[config.mk]
export PLATFORM = sky130hd
export DESIGN_NAME = glb_pc_top
export DESIGN_NICKNAME = d
export VERILOG_FILES = /design/src/rtl/global_buffer_pkg.sv /design/src/rtl/pc_packet_if.sv /design/src/rtl/glb_core_pc_store.sv /design/src/rtl/glb_core_pc_router.sv /design/src/rtl/glb_pc_wb_bridge.sv /design/src/rtl/glb_pc_top.sv
export SDC_FILE = /design/constraint.sdc
export NUM_CORES = 1
export LEC_CHECK = 0
export BUFFER_PORTS_ARGS = -buffer_cell sky130_fd_sc_hd__buf_4
export CAP_MARGIN = 25
export CORE_UTILIZATION = 51
export CTS_CLUSTER_SIZE = 28
export DETAILED_ROUTE_END_ITERATION = 8
export PLACE_DENSITY = 0.75
export SLEW_MARGIN = 30
export SYNTH_ARGS = -nofsm -noshare
export SYNTH_HDL_FRONTEND = slang
export SYNTH_HIERARCHICAL = 1
export SYNTH_SLANG_ARGS = --single-unit
[constraint.sdc]
create_clock -name clk -period 18.5 [get_ports clk]
set_clock_uncertainty 0.1 [all_clocks]
set_input_delay 1.85 -clock clk [delete_from_list [all_inputs] [get_ports clk]]
set_output_delay 1.85 -clock clk [all_outputs]
set_load 0.02 [all_outputs]
[src/rtl/global_buffer_pkg.sv]
// shared widths, tile and register counts, cycle latencies, bridge state codes
package global_buffer_pkg;

    // tile chain
    localparam int NUM_TILES = 2;
    localparam int TILE_SEL_ADDR_WIDTH = 1;

    // configuration bank per tile
    localparam int CFG_REG_ADDR_WIDTH = 3;
    localparam int NUM_CFG_REGS = 1 << CFG_REG_ADDR_WIDTH;
    localparam int CFG_DATA_WIDTH = 32;

    // wishbone word address, tile index above word index
    localparam int WB_ADDR_WIDTH = TILE_SEL_ADDR_WIDTH + CFG_REG_ADDR_WIDTH;

    // flattened read packet, valid in the msb
    localparam int PC_PKT_WIDTH = 1 + TILE_SEL_ADDR_WIDTH + CFG_REG_ADDR_WIDTH + CFG_DATA_WIDTH;

    // sampled strobe to registered ack
    localparam int WR_LATENCY = 1;
    localparam int RD_LATENCY = 4;

    // bridge fsm
    localparam logic [1:0] BR_IDLE = 2'd0;
    localparam logic [1:0] BR_WR_ACK = 2'd1;
    localparam logic [1:0] BR_RD_WAIT = 2'd2;

endpackage

[src/rtl/pc_packet_if.sv]
// read packet bundle with source and sink modports
interface pc_packet_if;
    import global_buffer_pkg::*;

    // packet qualifier
    logic valid;
    // tile that emitted the packet
    logic [TILE_SEL_ADDR_WIDTH-1:0] tile;
    // word index inside that tile
    logic [CFG_REG_ADDR_WIDTH-1:0] addr;
    logic [CFG_DATA_WIDTH-1:0] data;

    // driving side
    modport src (
        output valid, tile, addr, data
    );

    // receiving side
    modport dst (
        input valid, tile, addr, data
    );

endinterface

[src/rtl/glb_core_pc_store.sv]
// per-tile configuration word bank with write port and read packet output
module glb_core_pc_store #(
    parameter int TILE_ID = 0
) (
    input  logic                                             clk,
    input  logic                                             reset,
    input  logic                                             wr_en,
    input  logic                                             rd_req,
    input  logic [global_buffer_pkg::CFG_REG_ADDR_WIDTH-1:0] addr,
    input  logic [global_buffer_pkg::CFG_DATA_WIDTH-1:0]     wdata,
    pc_packet_if.src                                         pkt
);
    import global_buffer_pkg::*;

    // word bank, all zero after reset
    logic [CFG_DATA_WIDTH-1:0] cfg_mem [NUM_CFG_REGS];

    // host write lands directly
    always_ff @(posedge clk or posedge reset) begin
        if (reset) begin
            for (int i = 0; i < NUM_CFG_REGS; i++) begin
                cfg_mem[i] <= '0;
            end
        end else if (wr_en) begin
            cfg_mem[addr] <= wdata;
        end
    end

    // packet valid for one cycle after rd_req
    always_ff @(posedge clk or posedge reset) begin
        if (reset) begin
            pkt.valid <= 1'b0;
        end else begin
            pkt.valid <= rd_req;
        end
    end

    // packet payload, only loaded on a read
    always_ff @(posedge clk) begin
        if (rd_req) begin
            // stamp own tile so the bridge can check the route
            pkt.tile <= TILE_SEL_ADDR_WIDTH'(TILE_ID);
            pkt.addr <= addr;
            pkt.data <= cfg_mem[addr];
        end
    end

    // bridge strobes one access type per request
    wr_rd_exclusive: assert property (
        @(posedge clk) disable iff (reset)
        !(wr_en && rd_req)
    ) else $error("store %0d: wr_en and rd_req high together", TILE_ID);

endmodule

[src/rtl/glb_core_pc_router.sv]
// per-tile parallel config packet router, parity switching and end turn-around
module glb_core_pc_router #(
    parameter int TILE_ID = 0
) (
    input  logic     clk,
    input  logic     reset,
    pc_packet_if.dst packet_w2e_wsti,
    pc_packet_if.src packet_e2w_wsto,
    pc_packet_if.dst packet_e2w_esti,
    pc_packet_if.src packet_w2e_esto,
    pc_packet_if.dst packet_sw2pcr,
    pc_packet_if.src packet_pcr2sw
);
    import global_buffer_pkg::*;

    // flattened packets, {valid, tile, addr, data}
    logic [PC_PKT_WIDTH-1:0] w2e_wsti;
    logic [PC_PKT_WIDTH-1:0] e2w_esti;
    logic [PC_PKT_WIDTH-1:0] sw2pcr;
    logic [PC_PKT_WIDTH-1:0] sw2pcr_d1;
    logic [PC_PKT_WIDTH-1:0] w2e_wsti_turned;
    logic [PC_PKT_WIDTH-1:0] e2w_esti_turned;
    logic [PC_PKT_WIDTH-1:0] w2e_esto_int;
    logic [PC_PKT_WIDTH-1:0] e2w_wsto_int;
    logic [PC_PKT_WIDTH-1:0] pcr2sw_int;
    logic                    is_even;
    logic                    connected_prev;
    logic                    connected_next;
    logic                    through_valid;

    // position flags from tile index, tile 0 sits at the west end
    assign is_even = ((TILE_ID % 2) == 0);
    assign connected_prev = (TILE_ID != 0);
    assign connected_next = (TILE_ID != NUM_TILES - 1);

    assign w2e_wsti = {packet_w2e_wsti.valid, packet_w2e_wsti.tile,
                       packet_w2e_wsti.addr, packet_w2e_wsti.data};
    assign e2w_esti = {packet_e2w_esti.valid, packet_e2w_esti.tile,
                       packet_e2w_esti.addr, packet_e2w_esti.data};
    assign sw2pcr = {packet_sw2pcr.valid, packet_sw2pcr.tile,
                     packet_sw2pcr.addr, packet_sw2pcr.data};

    // open end, own outgoing traffic comes back in
    assign w2e_wsti_turned = connected_prev ? w2e_wsti : e2w_wsto_int;
    assign e2w_esti_turned = connected_next ? e2w_esti : w2e_esto_int;

    // single pipeline stage on the core side
    always_ff @(posedge clk or posedge reset) begin
        if (reset) begin
            sw2pcr_d1 <= '0;
        end else begin
            sw2pcr_d1 <= sw2pcr;
        end
    end

    // even tiles inject eastbound, odd tiles westbound
    assign pcr2sw_int = is_even ? w2e_wsti_turned : e2w_esti_turned;
    assign w2e_esto_int = is_even ? sw2pcr_d1 : w2e_wsti_turned;
    assign e2w_wsto_int = is_even ? e2w_esti_turned : sw2pcr_d1;

    assign {packet_e2w_wsto.valid, packet_e2w_wsto.tile,
            packet_e2w_wsto.addr, packet_e2w_wsto.data} = e2w_wsto_int;
    assign {packet_w2e_esto.valid, packet_w2e_esto.tile,
            packet_w2e_esto.addr, packet_w2e_esto.data} = w2e_esto_int;
    assign {packet_pcr2sw.valid, packet_pcr2sw.tile,
            packet_pcr2sw.addr, packet_pcr2sw.data} = pcr2sw_int;

    // traffic that would share the injecting output
    assign through_valid = is_even ? w2e_wsti_turned[PC_PKT_WIDTH-1]
                                   : e2w_esti_turned[PC_PKT_WIDTH-1];

    // one request in flight across the chain, so no merge on an output
    no_output_collision: assert property (
        @(posedge clk) disable iff (reset)
        !(sw2pcr_d1[PC_PKT_WIDTH-1] && through_valid)
    ) else $error("router %0d: core packet collides with pass-through", TILE_ID);

endmodule

[src/rtl/glb_pc_wb_bridge.sv]
// wishbone classic slave, tile/word decode, request sequencing, packet merge
module glb_pc_wb_bridge (
    input  logic                                             clk,
    input  logic                                             reset,
    input  logic                                             wb_cyc,
    input  logic                                             wb_stb,
    input  logic                                             wb_we,
    input  logic [global_buffer_pkg::WB_ADDR_WIDTH-1:0]      wb_adr,
    input  logic [global_buffer_pkg::CFG_DATA_WIDTH-1:0]     wb_dat_w,
    output logic [global_buffer_pkg::CFG_DATA_WIDTH-1:0]     wb_dat_r,
    output logic                                             wb_ack,
    output logic [global_buffer_pkg::NUM_TILES-1:0]          wr_en,
    output logic [global_buffer_pkg::NUM_TILES-1:0]          rd_req,
    output logic [global_buffer_pkg::CFG_REG_ADDR_WIDTH-1:0] addr,
    output logic [global_buffer_pkg::CFG_DATA_WIDTH-1:0]     wdata,
    pc_packet_if.dst                                         pkt_t0,
    pc_packet_if.dst                                         pkt_t1
);
    import global_buffer_pkg::*;

    logic [1:0]                     state;
    logic [TILE_SEL_ADDR_WIDTH-1:0] req_tile;
    logic [CFG_REG_ADDR_WIDTH-1:0]  req_word;
    logic [NUM_TILES-1:0]           tile_onehot;
    logic                           accept;
    logic                           wr_accept;
    logic                           rd_accept;
    logic [TILE_SEL_ADDR_WIDTH-1:0] exp_tile;
    logic                           ret_vld;
    logic [CFG_DATA_WIDTH-1:0]      ret_data;

    // top address bit picks the tile
    assign req_tile = wb_adr[WB_ADDR_WIDTH-1 -: TILE_SEL_ADDR_WIDTH];
    assign req_word = wb_adr[CFG_REG_ADDR_WIDTH-1:0];

    always_comb begin
        tile_onehot = '0;
        tile_onehot[req_tile] = 1'b1;
    end

    // stb still held in the ack cycle, skip it there
    assign accept = (state == BR_IDLE) && wb_cyc && wb_stb && !wb_ack;
    assign wr_accept = accept && wb_we;
    assign rd_accept = accept && !wb_we;

    always_ff @(posedge clk or posedge reset) begin
        if (reset) begin
            state <= BR_IDLE;
            wr_en <= '0;
            rd_req <= '0;
            wb_ack <= 1'b0;
            wb_dat_r <= '0;
        end else begin
            // strobes and ack are single-cycle pulses
            wr_en <= '0;
            rd_req <= '0;
            wb_ack <= 1'b0;
            case (state)
                BR_IDLE: begin
                    if (wr_accept) begin
                        wr_en <= tile_onehot;
                        state <= BR_WR_ACK;
                    end else if (rd_accept) begin
                        rd_req <= tile_onehot;
                        state <= BR_RD_WAIT;
                    end
                end
                BR_WR_ACK: begin
                    // word is in the bank by now
                    wb_ack <= 1'b1;
                    state <= BR_IDLE;
                end
                BR_RD_WAIT: begin
                    if (ret_vld) begin
                        wb_ack <= 1'b1;
                        wb_dat_r <= ret_data;
                        state <= BR_IDLE;
                    end
                end
                default: begin
                    state <= BR_IDLE;
                end
            endcase
        end
    end

    // request payload and the expected return tag
    always_ff @(posedge clk) begin
        if (accept) begin
            addr <= req_word;
            wdata <= wb_dat_w;
            exp_tile <= req_tile;
        end
    end

    // capture stage on the returned packets
    always_ff @(posedge clk or posedge reset) begin
        if (reset) begin
            ret_vld <= 1'b0;
        end else begin
            ret_vld <= pkt_t0.valid || pkt_t1.valid;
        end
    end

    always_ff @(posedge clk) begin
        ret_data <= pkt_t0.valid ? pkt_t0.data : pkt_t1.data;
    end

    // a packet surfaces at exactly one core side
    ret_single: assert property (
        @(posedge clk) disable iff (reset)
        !(pkt_t0.valid && pkt_t1.valid)
    ) else $error("bridge: both tiles return a packet");

    // routed packet carries the requested tile and word
    ret_match_t0: assert property (
        @(posedge clk) disable iff (reset)
        pkt_t0.valid |-> (pkt_t0.tile == exp_tile) && (pkt_t0.addr == addr)
    ) else $error("bridge: tile 0 side returned wrong tag");

    ret_match_t1: assert property (
        @(posedge clk) disable iff (reset)
        pkt_t1.valid |-> (pkt_t1.tile == exp_tile) && (pkt_t1.addr == addr)
    ) else $error("bridge: tile 1 side returned wrong tag");

    // fixed latency through store, router pipeline and capture stage
    rd_ack_latency: assert property (
        @(posedge clk) disable iff (reset)
        rd_accept |=> (!wb_ack)[*RD_LATENCY] ##1 wb_ack
    ) else $error("bridge: read ack not %0d cycles after accept", RD_LATENCY);

    wr_ack_latency: assert property (
        @(posedge clk) disable iff (reset)
        wr_accept |=> (!wb_ack)[*WR_LATENCY] ##1 wb_ack
    ) else $error("bridge: write ack not %0d cycle after accept", WR_LATENCY);

endmodule

[src/rtl/glb_pc_top.sv]
// two-tile config read slice, wishbone ports, stores, routers, bridge, packet links
module glb_pc_top (
    input  logic                                         clk,
    input  logic                                         reset,
    input  logic                                         wb_cyc,
    input  logic                                         wb_stb,
    input  logic                                         wb_we,
    input  logic [global_buffer_pkg::WB_ADDR_WIDTH-1:0]  wb_adr,
    input  logic [global_buffer_pkg::CFG_DATA_WIDTH-1:0] wb_dat_w,
    output logic [global_buffer_pkg::CFG_DATA_WIDTH-1:0] wb_dat_r,
    output logic                                         wb_ack
);
    import global_buffer_pkg::*;

    // per-tile strobes, shared word index and data
    logic [NUM_TILES-1:0]          wr_en;
    logic [NUM_TILES-1:0]          rd_req;
    logic [CFG_REG_ADDR_WIDTH-1:0] addr;
    logic [CFG_DATA_WIDTH-1:0]     wdata;

    // core to router
    pc_packet_if sw2pcr_0 ();
    pc_packet_if sw2pcr_1 ();
    // router to core
    pc_packet_if pcr2sw_0 ();
    pc_packet_if pcr2sw_1 ();
    // tile 0 east <-> tile 1 west
    pc_packet_if link_w2e ();
    pc_packet_if link_e2w ();
    // open chain ends, wired back on themselves and ignored by the router
    pc_packet_if west_end ();
    pc_packet_if east_end ();

    glb_pc_wb_bridge u_bridge (
        .clk      (clk),
        .reset    (reset),
        .wb_cyc   (wb_cyc),
        .wb_stb   (wb_stb),
        .wb_we    (wb_we),
        .wb_adr   (wb_adr),
        .wb_dat_w (wb_dat_w),
        .wb_dat_r (wb_dat_r),
        .wb_ack   (wb_ack),
        .wr_en    (wr_en),
        .rd_req   (rd_req),
        .addr     (addr),
        .wdata    (wdata),
        .pkt_t0   (pcr2sw_0),
        .pkt_t1   (pcr2sw_1)
    );

    // tile 0, even, injects eastbound
    glb_core_pc_store #(.TILE_ID(0)) u_store_0 (
        .clk    (clk),
        .reset  (reset),
        .wr_en  (wr_en[0]),
        .rd_req (rd_req[0]),
        .addr   (addr),
        .wdata  (wdata),
        .pkt    (sw2pcr_0)
    );

    glb_core_pc_router #(.TILE_ID(0)) u_router_0 (
        .clk             (clk),
        .reset           (reset),
        .packet_w2e_wsti (west_end),
        .packet_e2w_wsto (west_end),
        .packet_e2w_esti (link_e2w),
        .packet_w2e_esto (link_w2e),
        .packet_sw2pcr   (sw2pcr_0),
        .packet_pcr2sw   (pcr2sw_0)
    );

    // tile 1, odd, injects westbound
    glb_core_pc_store #(.TILE_ID(1)) u_store_1 (
        .clk    (clk),
        .reset  (reset),
        .wr_en  (wr_en[1]),
        .rd_req (rd_req[1]),
        .addr   (addr),
        .wdata  (wdata),
        .pkt    (sw2pcr_1)
    );

    glb_core_pc_router #(.TILE_ID(1)) u_router_1 (
        .clk             (clk),
        .reset           (reset),
        .packet_w2e_wsti (link_w2e),
        .packet_e2w_wsto (link_e2w),
        .packet_e2w_esti (east_end),
        .packet_w2e_esto (east_end),
        .packet_sw2pcr   (sw2pcr_1),
        .packet_pcr2sw   (pcr2sw_1)
    );

endmodule

==> results of run 1 <==
==> metrics by stage <==
step | utilization (%) | hold WS (ns) | instance area (µm²) | worst slack, ns
final | 57.9 | 0.244 | 34400 | 14.99
after global routing | 57.9 | 0.247 | 34400 | 14.60
after CTS | 57.8 | 0.246 | 34400 | 14.57
after detailed placement | 53.4 | 0.234 | 31700 | 13.91
after global placement | 53.3 | 0.232 | 31700 | 14.06
after floorplan | - | 0.231 | 31000 | 9.48
==> layer usage <==
metal | track usage, % | up-vias | part of all wire (%)
li1 | - | 6415 | -
met4 | 6.21 | 2 | 2.0
met2 | 34.9 | 287 | 49
met3 | 3.17 | 92 | 3.8
met5 | 0 | - | 0.020
met1 | 30.4 | 8257 | 45
==> cell type report <==
| type | instances | area (µm²) |
|---|---|---|
| sequential | 751 | 19100 |
| timing repair buffer | 112 | 917 |
| inverter | 8 | 50.0 |
| clock inverter | 29 | 264 |
| multi-input combinational | 805 | 10700 |
| clock buffer | 118 | 2360 |
| tap | 773 | 967 |
| fill | 4431 | 25000 |
==> placed cells by master, fill, tap and decap left out, types with 4 or more instances in the layout <==
cell and instances:
buf_4 105, bufinv_16 4, dfrtp_1 617, mux4_2 128, clkbuf_1 21, clkinv_2 12, mux2_2 574, clkbuf_8 13
mux2_1 16, nor4bb_4 6, clkbuf_16 84, clkinv_1 7, edfxtp_1 99, dfxtp_1 32, mux2_4 50
==> registers in the layout (all words and copies together) (netlist names), 32 cells and up <==
register,cells
u_router_1/e2w_wsto_int,33
u_bridge/wdata,32
u_store_1/pkt.data,32
u_store_1/cfg_mem,256
u_router_0/sw2pcr_d1,33
u_bridge/wb_dat_r,32
u_bridge/ret_data,32
u_store_0/cfg_mem,256
u_store_0/pkt.data,32
==> final timing paths <==
kind,to,slack (ns),from,cells after the start
hold / removal,u_router_1/e2w_wsto_int[11]$_DFF_PP0_,0.24,u_store_1/pkt.data[11]$_DFFE_PP_,0
min in group asynchronous,u_store_0/cfg_mem[105]$_DFFE_PP0P_,1.15,reset,2
setup / recovery,u_store_1/cfg_mem[213]$_DFFE_PP0P_,14.99,reset,4
max in group clk,u_store_1/cfg_mem[121]$_DFFE_PP0P_,15.07,u_bridge/addr[2]$_DFFE_PN_,6
hold reg to reg,u_router_1/e2w_wsto_int[11]$_DFF_PP0_,0.24,u_store_1/pkt.data[11]$_DFFE_PP_,0
setup reg to reg,u_store_1/cfg_mem[121]$_DFFE_PP0P_,15.07,u_bridge/addr[2]$_DFFE_PN_,6
==> where the power goes <==
part,switching [µW],total (µW),internal [µW]
clock network,637,1580,940
logic,285,764,478
registers,212,2250,2030
==> flow_metrics.env, run 1 <==
export IMPL_finalCritPeriodShare_pct=19.0
export IMPL_fin_nets=1801
export IMPL_final_cells=2596
export IMPL_io_pins=74
export IMPL_numCtsBuffers=79
export IMPL_cts_buffer_depth=3
export IMPL_postCtsSetupBuffers=0
export IMPL_grt_overflow_total=0
export IMPL_rsz0062_at_grt="no"
export IMPL_crit_type="in -> async"
export IMPL_syn_avg_cell_area_um2=17.9
export IMPL_wl_um=63800
export IMPL_crit_chain="buf_4 > inv_8 > buf_6 > buf_4"
export IMPL_grt_pass1_wl_um=101000
export IMPL_insertion_delay_ns=0.61
export IMPL_syn_area_um2=31000
export IMPL_yosysWarnings=6
export IMPL_gp_congestion=0.717
export IMPL_first_global_vias=16700
export IMPL_dp_cells=2447
export IMPL_grt_antenna_before_repair=2
export IMPL_relSlewSlack_pct=45.7
export IMPL_required_ns=19.04
export IMPL_maxCapViolations=0
export IMPL_first_iter_violations=1027
export IMPL_grt_max_degree=125
export IMPL_diodes=0
export IMPL_hpwl_um=36900
export IMPL_slew_violations=0
export IMPL_fmax_mhz=285
export IMPL_critPathBufInv=4
export IMPL_cts_resized=0
export IMPL_cts_tree="yes"
export IMPL_tightest_slew_ns=0.812
export IMPL_portBuffers=73
export IMPL_peakVddDrop_v=0.0000704
export IMPL_core_area_um2=59500
export IMPL_worst_path_dominant_cell_family="buffers and inverters"
export IMPL_slowest_stage="buf_4"
export IMPL_clk_pin_slew_ns=0.06
export IMPL_power_density_nw_per_um2=133
export IMPL_root_buffer="clkbuf_16"
export IMPL_htreeDepth=3
export IMPL_die_area_um2=61700
export IMPL_power_uw=4590
export IMPL_firstDrtPassIters=5
export IMPL_syn_to_final_growth_pct=11.1
export IMPL_slowest_delay_ns=0.76
export IMPL_hp_class="reg -> reg"
export IMPL_fp_dieW_um=248
export IMPL_drive_gt1_share_pct=55.2
export IMPL_wl_per_cell_um=24.6
export IMPL_initial_core_util_pct=52.1
export IMPL_arrival_ns=4.05
export IMPL_cts_num_sinks=751
export IMPL_vias=15100
export IMPL_period_minus_slack_ns=3.51
export IMPL_setup_viol=0
export IMPL_cp_max_fo=113
export IMPL_track_usage_pct=21.5
export IMPL_synth_nets=1777
export IMPL_die_h_um=248
export IMPL_drc=0
export IMPL_hold_buffers=0
export IMPL_tns_ns=0
export IMPL_hold_viol=0
export IMPL_cp_common_cell="buf_4"
export IMPL_rows=89
export IMPL_end_kind="async pin"
export IMPL_vias_per_cell=5.80
export IMPL_ant_nets=0
export IMPL_p_leak_uw=0.0159
export IMPL_status="finished, final reports clean"
export IMPL_startpoint_type="input port"
export IMPL_syn_inst=1733
No activity file was read; power rests on OpenSTA's default activity.
==> run 2: changes to the inputs <==
==> constraint.sdc (replaced) <==
create_clock -name clk -period 3.55 [get_ports clk]
set_clock_uncertainty 0.1 [all_clocks]
set_input_delay 0.355 -clock clk [delete_from_list [all_inputs] [get_ports clk]]
set_output_delay 0.355 -clock clk [all_outputs]
set_load 0.02 [all_outputs]
==> run 2 against run 1 <==
Against the previous run:
- sequential power rose to 5.2 times the previous value
- total power rose to 5.2 times the previous value
- die area unchanged
- non-clock buffer count up 62
- sequential share of layout area down 0.82 points
- global-route usage down 0.084 points
==> flow_metrics.env, run 2 (synthesis results as in run 1) <==
export IMPL_final_util_pct=58.7
export IMPL_die_area_um2=61700
export IMPL_fp_dieW_um=248
export IMPL_slew_violations=0
export IMPL_drive_gt1_share_pct=54.6
export IMPL_period_minus_slack_ns=2.66
export IMPL_hpwl_um=37800
export IMPL_syn_to_final_growth_pct=12.8
export IMPL_maxCapViolations=0
export IMPL_ant_nets=0
export IMPL_rows=89
export IMPL_drc=0
export IMPL_end_kind="flip-flop"
export IMPL_power_uw=23700
export IMPL_gp_congestion=0.747
export IMPL_numCtsBuffers=77
export IMPL_setup_viol=0
export IMPL_final_cell_mix="617 x dfrtp_1, 574 x mux2_2, 128 x mux4_2"
export IMPL_power_density_nw_per_um2=677
export IMPL_track_usage_pct=21.5
export IMPL_cp_max_fo=22
export IMPL_clk_pin_slew_ns=0.06
export IMPL_startpoint_type="flip-flop"
export IMPL_final_cells=2649
export IMPL_rsz0062_at_grt="no"
export IMPL_status="finished, final reports clean"
export IMPL_grt_antenna_before_repair=1
export IMPL_first_iter_violations=911
export IMPL_cts_buffer_depth=3
export IMPL_fin_nets=1861
export IMPL_wl_um=63800
export IMPL_firstDrtPassIters=4
export IMPL_vias_per_cell=5.78
export IMPL_grt_overflow_total=0
export IMPL_arrival_ns=3.09
export IMPL_initial_core_util_pct=52.1
export IMPL_required_ns=3.99
export IMPL_hp_class="in -> reg"
export IMPL_portBuffers=73
export IMPL_final_common_cell="dfrtp_1"
export IMPL_wl_per_cell_um=24.1
export IMPL_io_pins=74
export IMPL_grt_pass1_wl_um=101000
export IMPL_crit_type="reg -> reg"
export IMPL_relSlewSlack_pct=40.6
export IMPL_place_area_um2=32000
export IMPL_reg_top3="u_store_0/cfg_mem x256, u_store_1/cfg_mem x256"
export IMPL_diodes=0
export IMPL_cts_tree="yes"
export IMPL_core_area_um2=59500
export IMPL_tightest_slew_ns=0.891
export IMPL_insertion_delay_ns=0.60
export IMPL_root_buffer="clkbuf_16"
export IMPL_cts_resized=0
export IMPL_grt_max_degree=73
export IMPL_first_global_vias=16900
export IMPL_dp_cells=2470
export IMPL_vias=15300
export IMPL_hold_viol=0
export IMPL_p_leak_uw=0.0162
export IMPL_finalCritPeriodShare_pct=74.9
export IMPL_cts_num_sinks=751
export IMPL_finalInstanceArea_um2=34900
export IMPL_htreeDepth=3
export IMPL_peakVddDrop_v=0.000392
export IMPL_fmax_mhz=376
export IMPL_die_h_um=248
run 2: cell types whose count changed in the layout (fill, tap and decap cells not counted), sizes merged, moves of 3 or more:
cell and change:
dlygate4sd3 +39, buf +23, clkinv -10, inv -4
clkbuf +3, clkinvlp +3
run 2: metal layers:
layer,wire [µm],global-route usage [%],part of all wire [%]
met5,0,0,0
met4,1350,6.42,2.1
met3,2660,3.32,4.2
met2,30700,34.3,48
met1,29100,30.5,46
run 2: critical path, stage by stage, from the launching register on:
cell and delay, ns:
dfrtp_1 0.41, inv_1 0.10, ha_1 0.22, and4b_2 0.83, nand2b_1 0.23, nor2_1 0.14
dlygate4sd3_1 0.56
run 2: final cells by class:
cell class | count | area (µm²)
fill | 4362 | 24500
sequential | 751 | 19100
multi-input combinational | 805 | 10700
clock buffer | 121 | 2350
timing repair buffer | 174 | 1550
tap | 773 | 967
clock inverter | 17 | 174
inverter | 8 | 42.5
run 2: per-stage QoR:
| step | hold WS (ns) | setup slack (ns) | setup TNS (ns) |
|---|---|---|---|
| floorplan | 0.231 | -0.291 | -149.37 |
| global placement | 0.231 | 1.06 | 0 |
| detailed placement | 0.234 | 0.955 | 0 |
| CTS | 0.0577 | 0.907 | 0 |
| global route | 0.0899 | 0.724 | 0 |
| finish | 0.109 | 0.893 | 0 |
run 2: final timing paths:
| path | from | endpoint | slack, ns | cells after the start |
|---|---|---|---|---|
| worst max register to register | u_bridge/state[0]$_DFFE_PP0P_ | u_bridge/rd_req[0]$_DFF_PP0_ | 0.89 | 6 |
| min in group asynchronous | reset | u_store_1/cfg_mem[237]$_DFFE_PP0P_ | 0.27 | 3 |
| max in group asynchronous | reset | u_store_0/cfg_mem[0]$_DFFE_PP0P_ | 1.95 | 4 |
| worst max-delay path | u_bridge/state[0]$_DFFE_PP0P_ | u_bridge/rd_req[0]$_DFF_PP0_ | 0.89 | 6 |
| worst min register to register | u_store_0/pkt.data[8]$_DFFE_PP_ | u_router_0/sw2pcr_d1[8]$_DFF_PP0_ | 0.23 | 0 |
| worst min-delay path | wb_cyc | u_bridge/state[0]$_DFFE_PP0P_ | 0.11 | 3 |
run 2: power by group:
part | switching, µW | total, µW | internal (µW) | leakage [µW]
combinational | 1450 | 3990 | 2540 | 0.00550
clock | 3200 | 7950 | 4750 | 0.00123
sequential | 1110 | 11700 | 10600 | 0.00944
run 2: repair_timing:
| action | 4_1_cts | 5_1_grt |
|---|---|---|
| buffers inserted | 0 | 0 |
| hold buffers | 39 | 0 |
| hold endpoints to repair | 188 | 0 |
==> run 3: changes to the inputs <==
--- a/config.mk
+++ b/config.mk
@@ -5,6 +5,7 @@
 export SDC_FILE = /design/constraint.sdc
 export NUM_CORES = 1
 export LEC_CHECK = 0
+export ABC_AREA = 1
 export BUFFER_PORTS_ARGS = -buffer_cell sky130_fd_sc_hd__buf_4
 export CAP_MARGIN = 25
 export CORE_UTILIZATION = 51
==> constraint.sdc (replaced) <==
create_clock -name clk -period 2.78 [get_ports clk]
set_clock_uncertainty 0.1 [all_clocks]
set_input_delay 0.278 -clock clk [delete_from_list [all_inputs] [get_ports clk]]
set_output_delay 0.278 -clock clk [all_outputs]
set_load 0.02 [all_outputs]
==> run 3 against run 2 <==
Against the previous run:
- critical path depth did not move
- via count rose by 59%
- total power rose by 35%
- critical path type unchanged
- highest routed layer unchanged
==> flow_metrics.env, run 3 <==
export IMPL_status="finished, final reports clean"
export IMPL_grt_max_degree=97
export IMPL_place_area_um2=33700
export IMPL_fmax_mhz=457
export IMPL_insertion_delay_ns=0.62
export IMPL_io_pins=74
export IMPL_clk_pin_slew_ns=0.07
export IMPL_rsz0062_at_grt="no"
export IMPL_hold_buffers=39
export IMPL_p_seq_share_pct=46.9
export IMPL_reg2reg_depth=6
export IMPL_slew_violations=0
export IMPL_syn_inst=3965
export IMPL_reg_top3="u_store_0/cfg_mem x256, u_store_1/cfg_mem x256"
export IMPL_r2r_slack_ns=0.59
export IMPL_hpwl_um=47200
export IMPL_p_clk_share_pct=32.7
export IMPL_hold_viol=0
export IMPL_fin_nets=4002
export IMPL_cts_resized=0
export IMPL_hp_class="in -> reg"
export IMPL_die_h_um=255
export IMPL_grt_overflow_total=0
export IMPL_crit_start="u_bridge/addr[1]$_DFFE_PN_"
export IMPL_portBuffers=73
export IMPL_first_iter_violations=2205
export IMPL_p_int_uw=22200
export IMPL_power_uw=32000
export IMPL_r2r_start="u_bridge/addr[1]$_DFFE_PN_"
export IMPL_ant_nets=0
export IMPL_drc=0
export IMPL_cts_buffer_depth=3
export IMPL_syn_area_um2=32800
export IMPL_peakVddDrop_v=0.000624
export IMPL_swShare_pct=30.6
export IMPL_finalInstanceArea_um2=36700
export IMPL_firstDrtPassIters=6
export IMPL_syn_to_final_growth_pct=12.0
export IMPL_cts_num_sinks=751
export IMPL_setup_viol=0
export IMPL_fp_dieW_um=255
export IMPL_cp_max_fo=38
export IMPL_maxCapViolations=0
export IMPL_final_cells=4865
export IMPL_drive_gt1_share_pct=7.24
export IMPL_min_delay_start="wb_cyc"
export IMPL_core_area_um2=63300
export IMPL_wl_per_cell_um=15.8
export IMPL_die_area_um2=65200
export IMPL_root_buffer="clkbuf_16"
export IMPL_htreeDepth=3
export IMPL_crit_type="reg -> reg"
export IMPL_grt_antenna_before_repair=0
export IMPL_timing_rr_end="u_store_0/cfg_mem[34]$_DFFE_PP0P_"
export IMPL_period_minus_slack_ns=2.19
export IMPL_power_density_nw_per_um2=873
export IMPL_cts_tree="yes"
export IMPL_p_switching_uw=9780
export IMPL_synth_nets=4009
export IMPL_arrival_ns=2.57
export IMPL_diodes=0
export IMPL_vias_per_cell=5.01
export IMPL_dp_cells=4689
export IMPL_grt_pass1_wl_um=127000
export IMPL_initial_core_util_pct=51.7
export IMPL_fillers=5508
export IMPL_holdPathEnd="u_bridge/state[0]$_DFFE_PP0P_"
export IMPL_syn_avg_cell_area_um2=8.26
export IMPL_relSlewSlack_pct=44.5
export IMPL_tns_ns=0
export IMPL_gp_congestion=0.813
export IMPL_rows=92
export IMPL_first_global_vias=23900
export IMPL_final_common_cell="nand2_1"
export IMPL_p_leak_uw=0.0184
export IMPL_finalCritPeriodShare_pct=78.7
export IMPL_tightest_slew_ns=0.833
export IMPL_end_kind="flip-flop"
export IMPL_required_ns=3.16
export IMPL_startpoint_type="flip-flop"
export IMPL_numCtsBuffers=74
export IMPL_holdWs_ns=0.0912
export IMPL_vias=24400
export IMPL_track_usage_pct=24.1
export IMPL_min_path_cells=6
export IMPL_postCtsSetupBuffers=0
export IMPL_yosysWarnings=6
export IMPL_combPwrFrac_pct=20.3
export IMPL_final_cell_mix="1391 x nand2_1, 715 x inv_1, 620 x dfrtp_1"
export IMPL_wl_um=76900
run 3: area by class of cell:
type / count / area, µm² / area share, %
repair buffers: 177 / 1680 / 4.57
clock inverters: 30 / 328 / 0.894
inverters: 725 / 2740 / 7.46
flip-flops and latches: 751 / 19100 / 52.2
well taps: 846 / 1060 / 2.89
clock buffers: 107 / 2230 / 6.09
multi-input cells: 2229 / 9510 / 25.9
run 3: worst max-delay path: stages, from the launching register on:
cell and delay, ns:
edfxtp_1 0.60, nand2_1 0.20, inv_2 0.32, nand2_2 0.37, buf_12 0.29, nand2_1 0.07, o21ai_0 0.08
run 3: worst max-delay path by stage:
stage	to	slack [ns]	cells after the start
detailed placement	u_store_0/cfg_mem[51]$_DFFE_PP0P_	0.64	6
global placement	u_store_1/pkt.data[25]$_DFFE_PP_	0.70	7
floorplan	u_store_0/cfg_mem[0]$_DFFE_PP0P_	-0.98	1
finish	u_store_0/cfg_mem[34]$_DFFE_PP0P_	0.59	6
global route	u_store_0/cfg_mem[52]$_DFFE_PP0P_	0.42	6
CTS	u_store_0/cfg_mem[34]$_DFFE_PP0P_	0.63	6
run 3: power by group through the flow:
stage / logic, µW / clock network [µW] / registers (µW)
finish: 6510 / 10500 / 15000
global route: 7570 / 11100 / 15300
CTS: 6540 / 10600 / 15000
detailed placement: 6410 / 0 / 15200
global placement: 6190 / 0 / 15100
floorplan: 4530 / 0 / 15000
run 3: through the flow:
| step | setup WS (ns) | utilization, % |
|---|---|---|
| final | 0.593 | 57.9 |
| after global routing | 0.422 | 57.9 |
| after CTS | 0.626 | 57.9 |
| after detailed placement | 0.642 | 53.3 |
| after global placement | 0.698 | 53.3 |
| after floorplan | -0.984 | - |
run 3: per-layer routing:
layer,GRT usage [%],wire (µm),up-vias
met5,0,0,-
met4,7.15,1840,0
met3,4.08,4490,134
met2,38.7,36300,684
met1,33.8,34300,11600
li1,-,-,11900
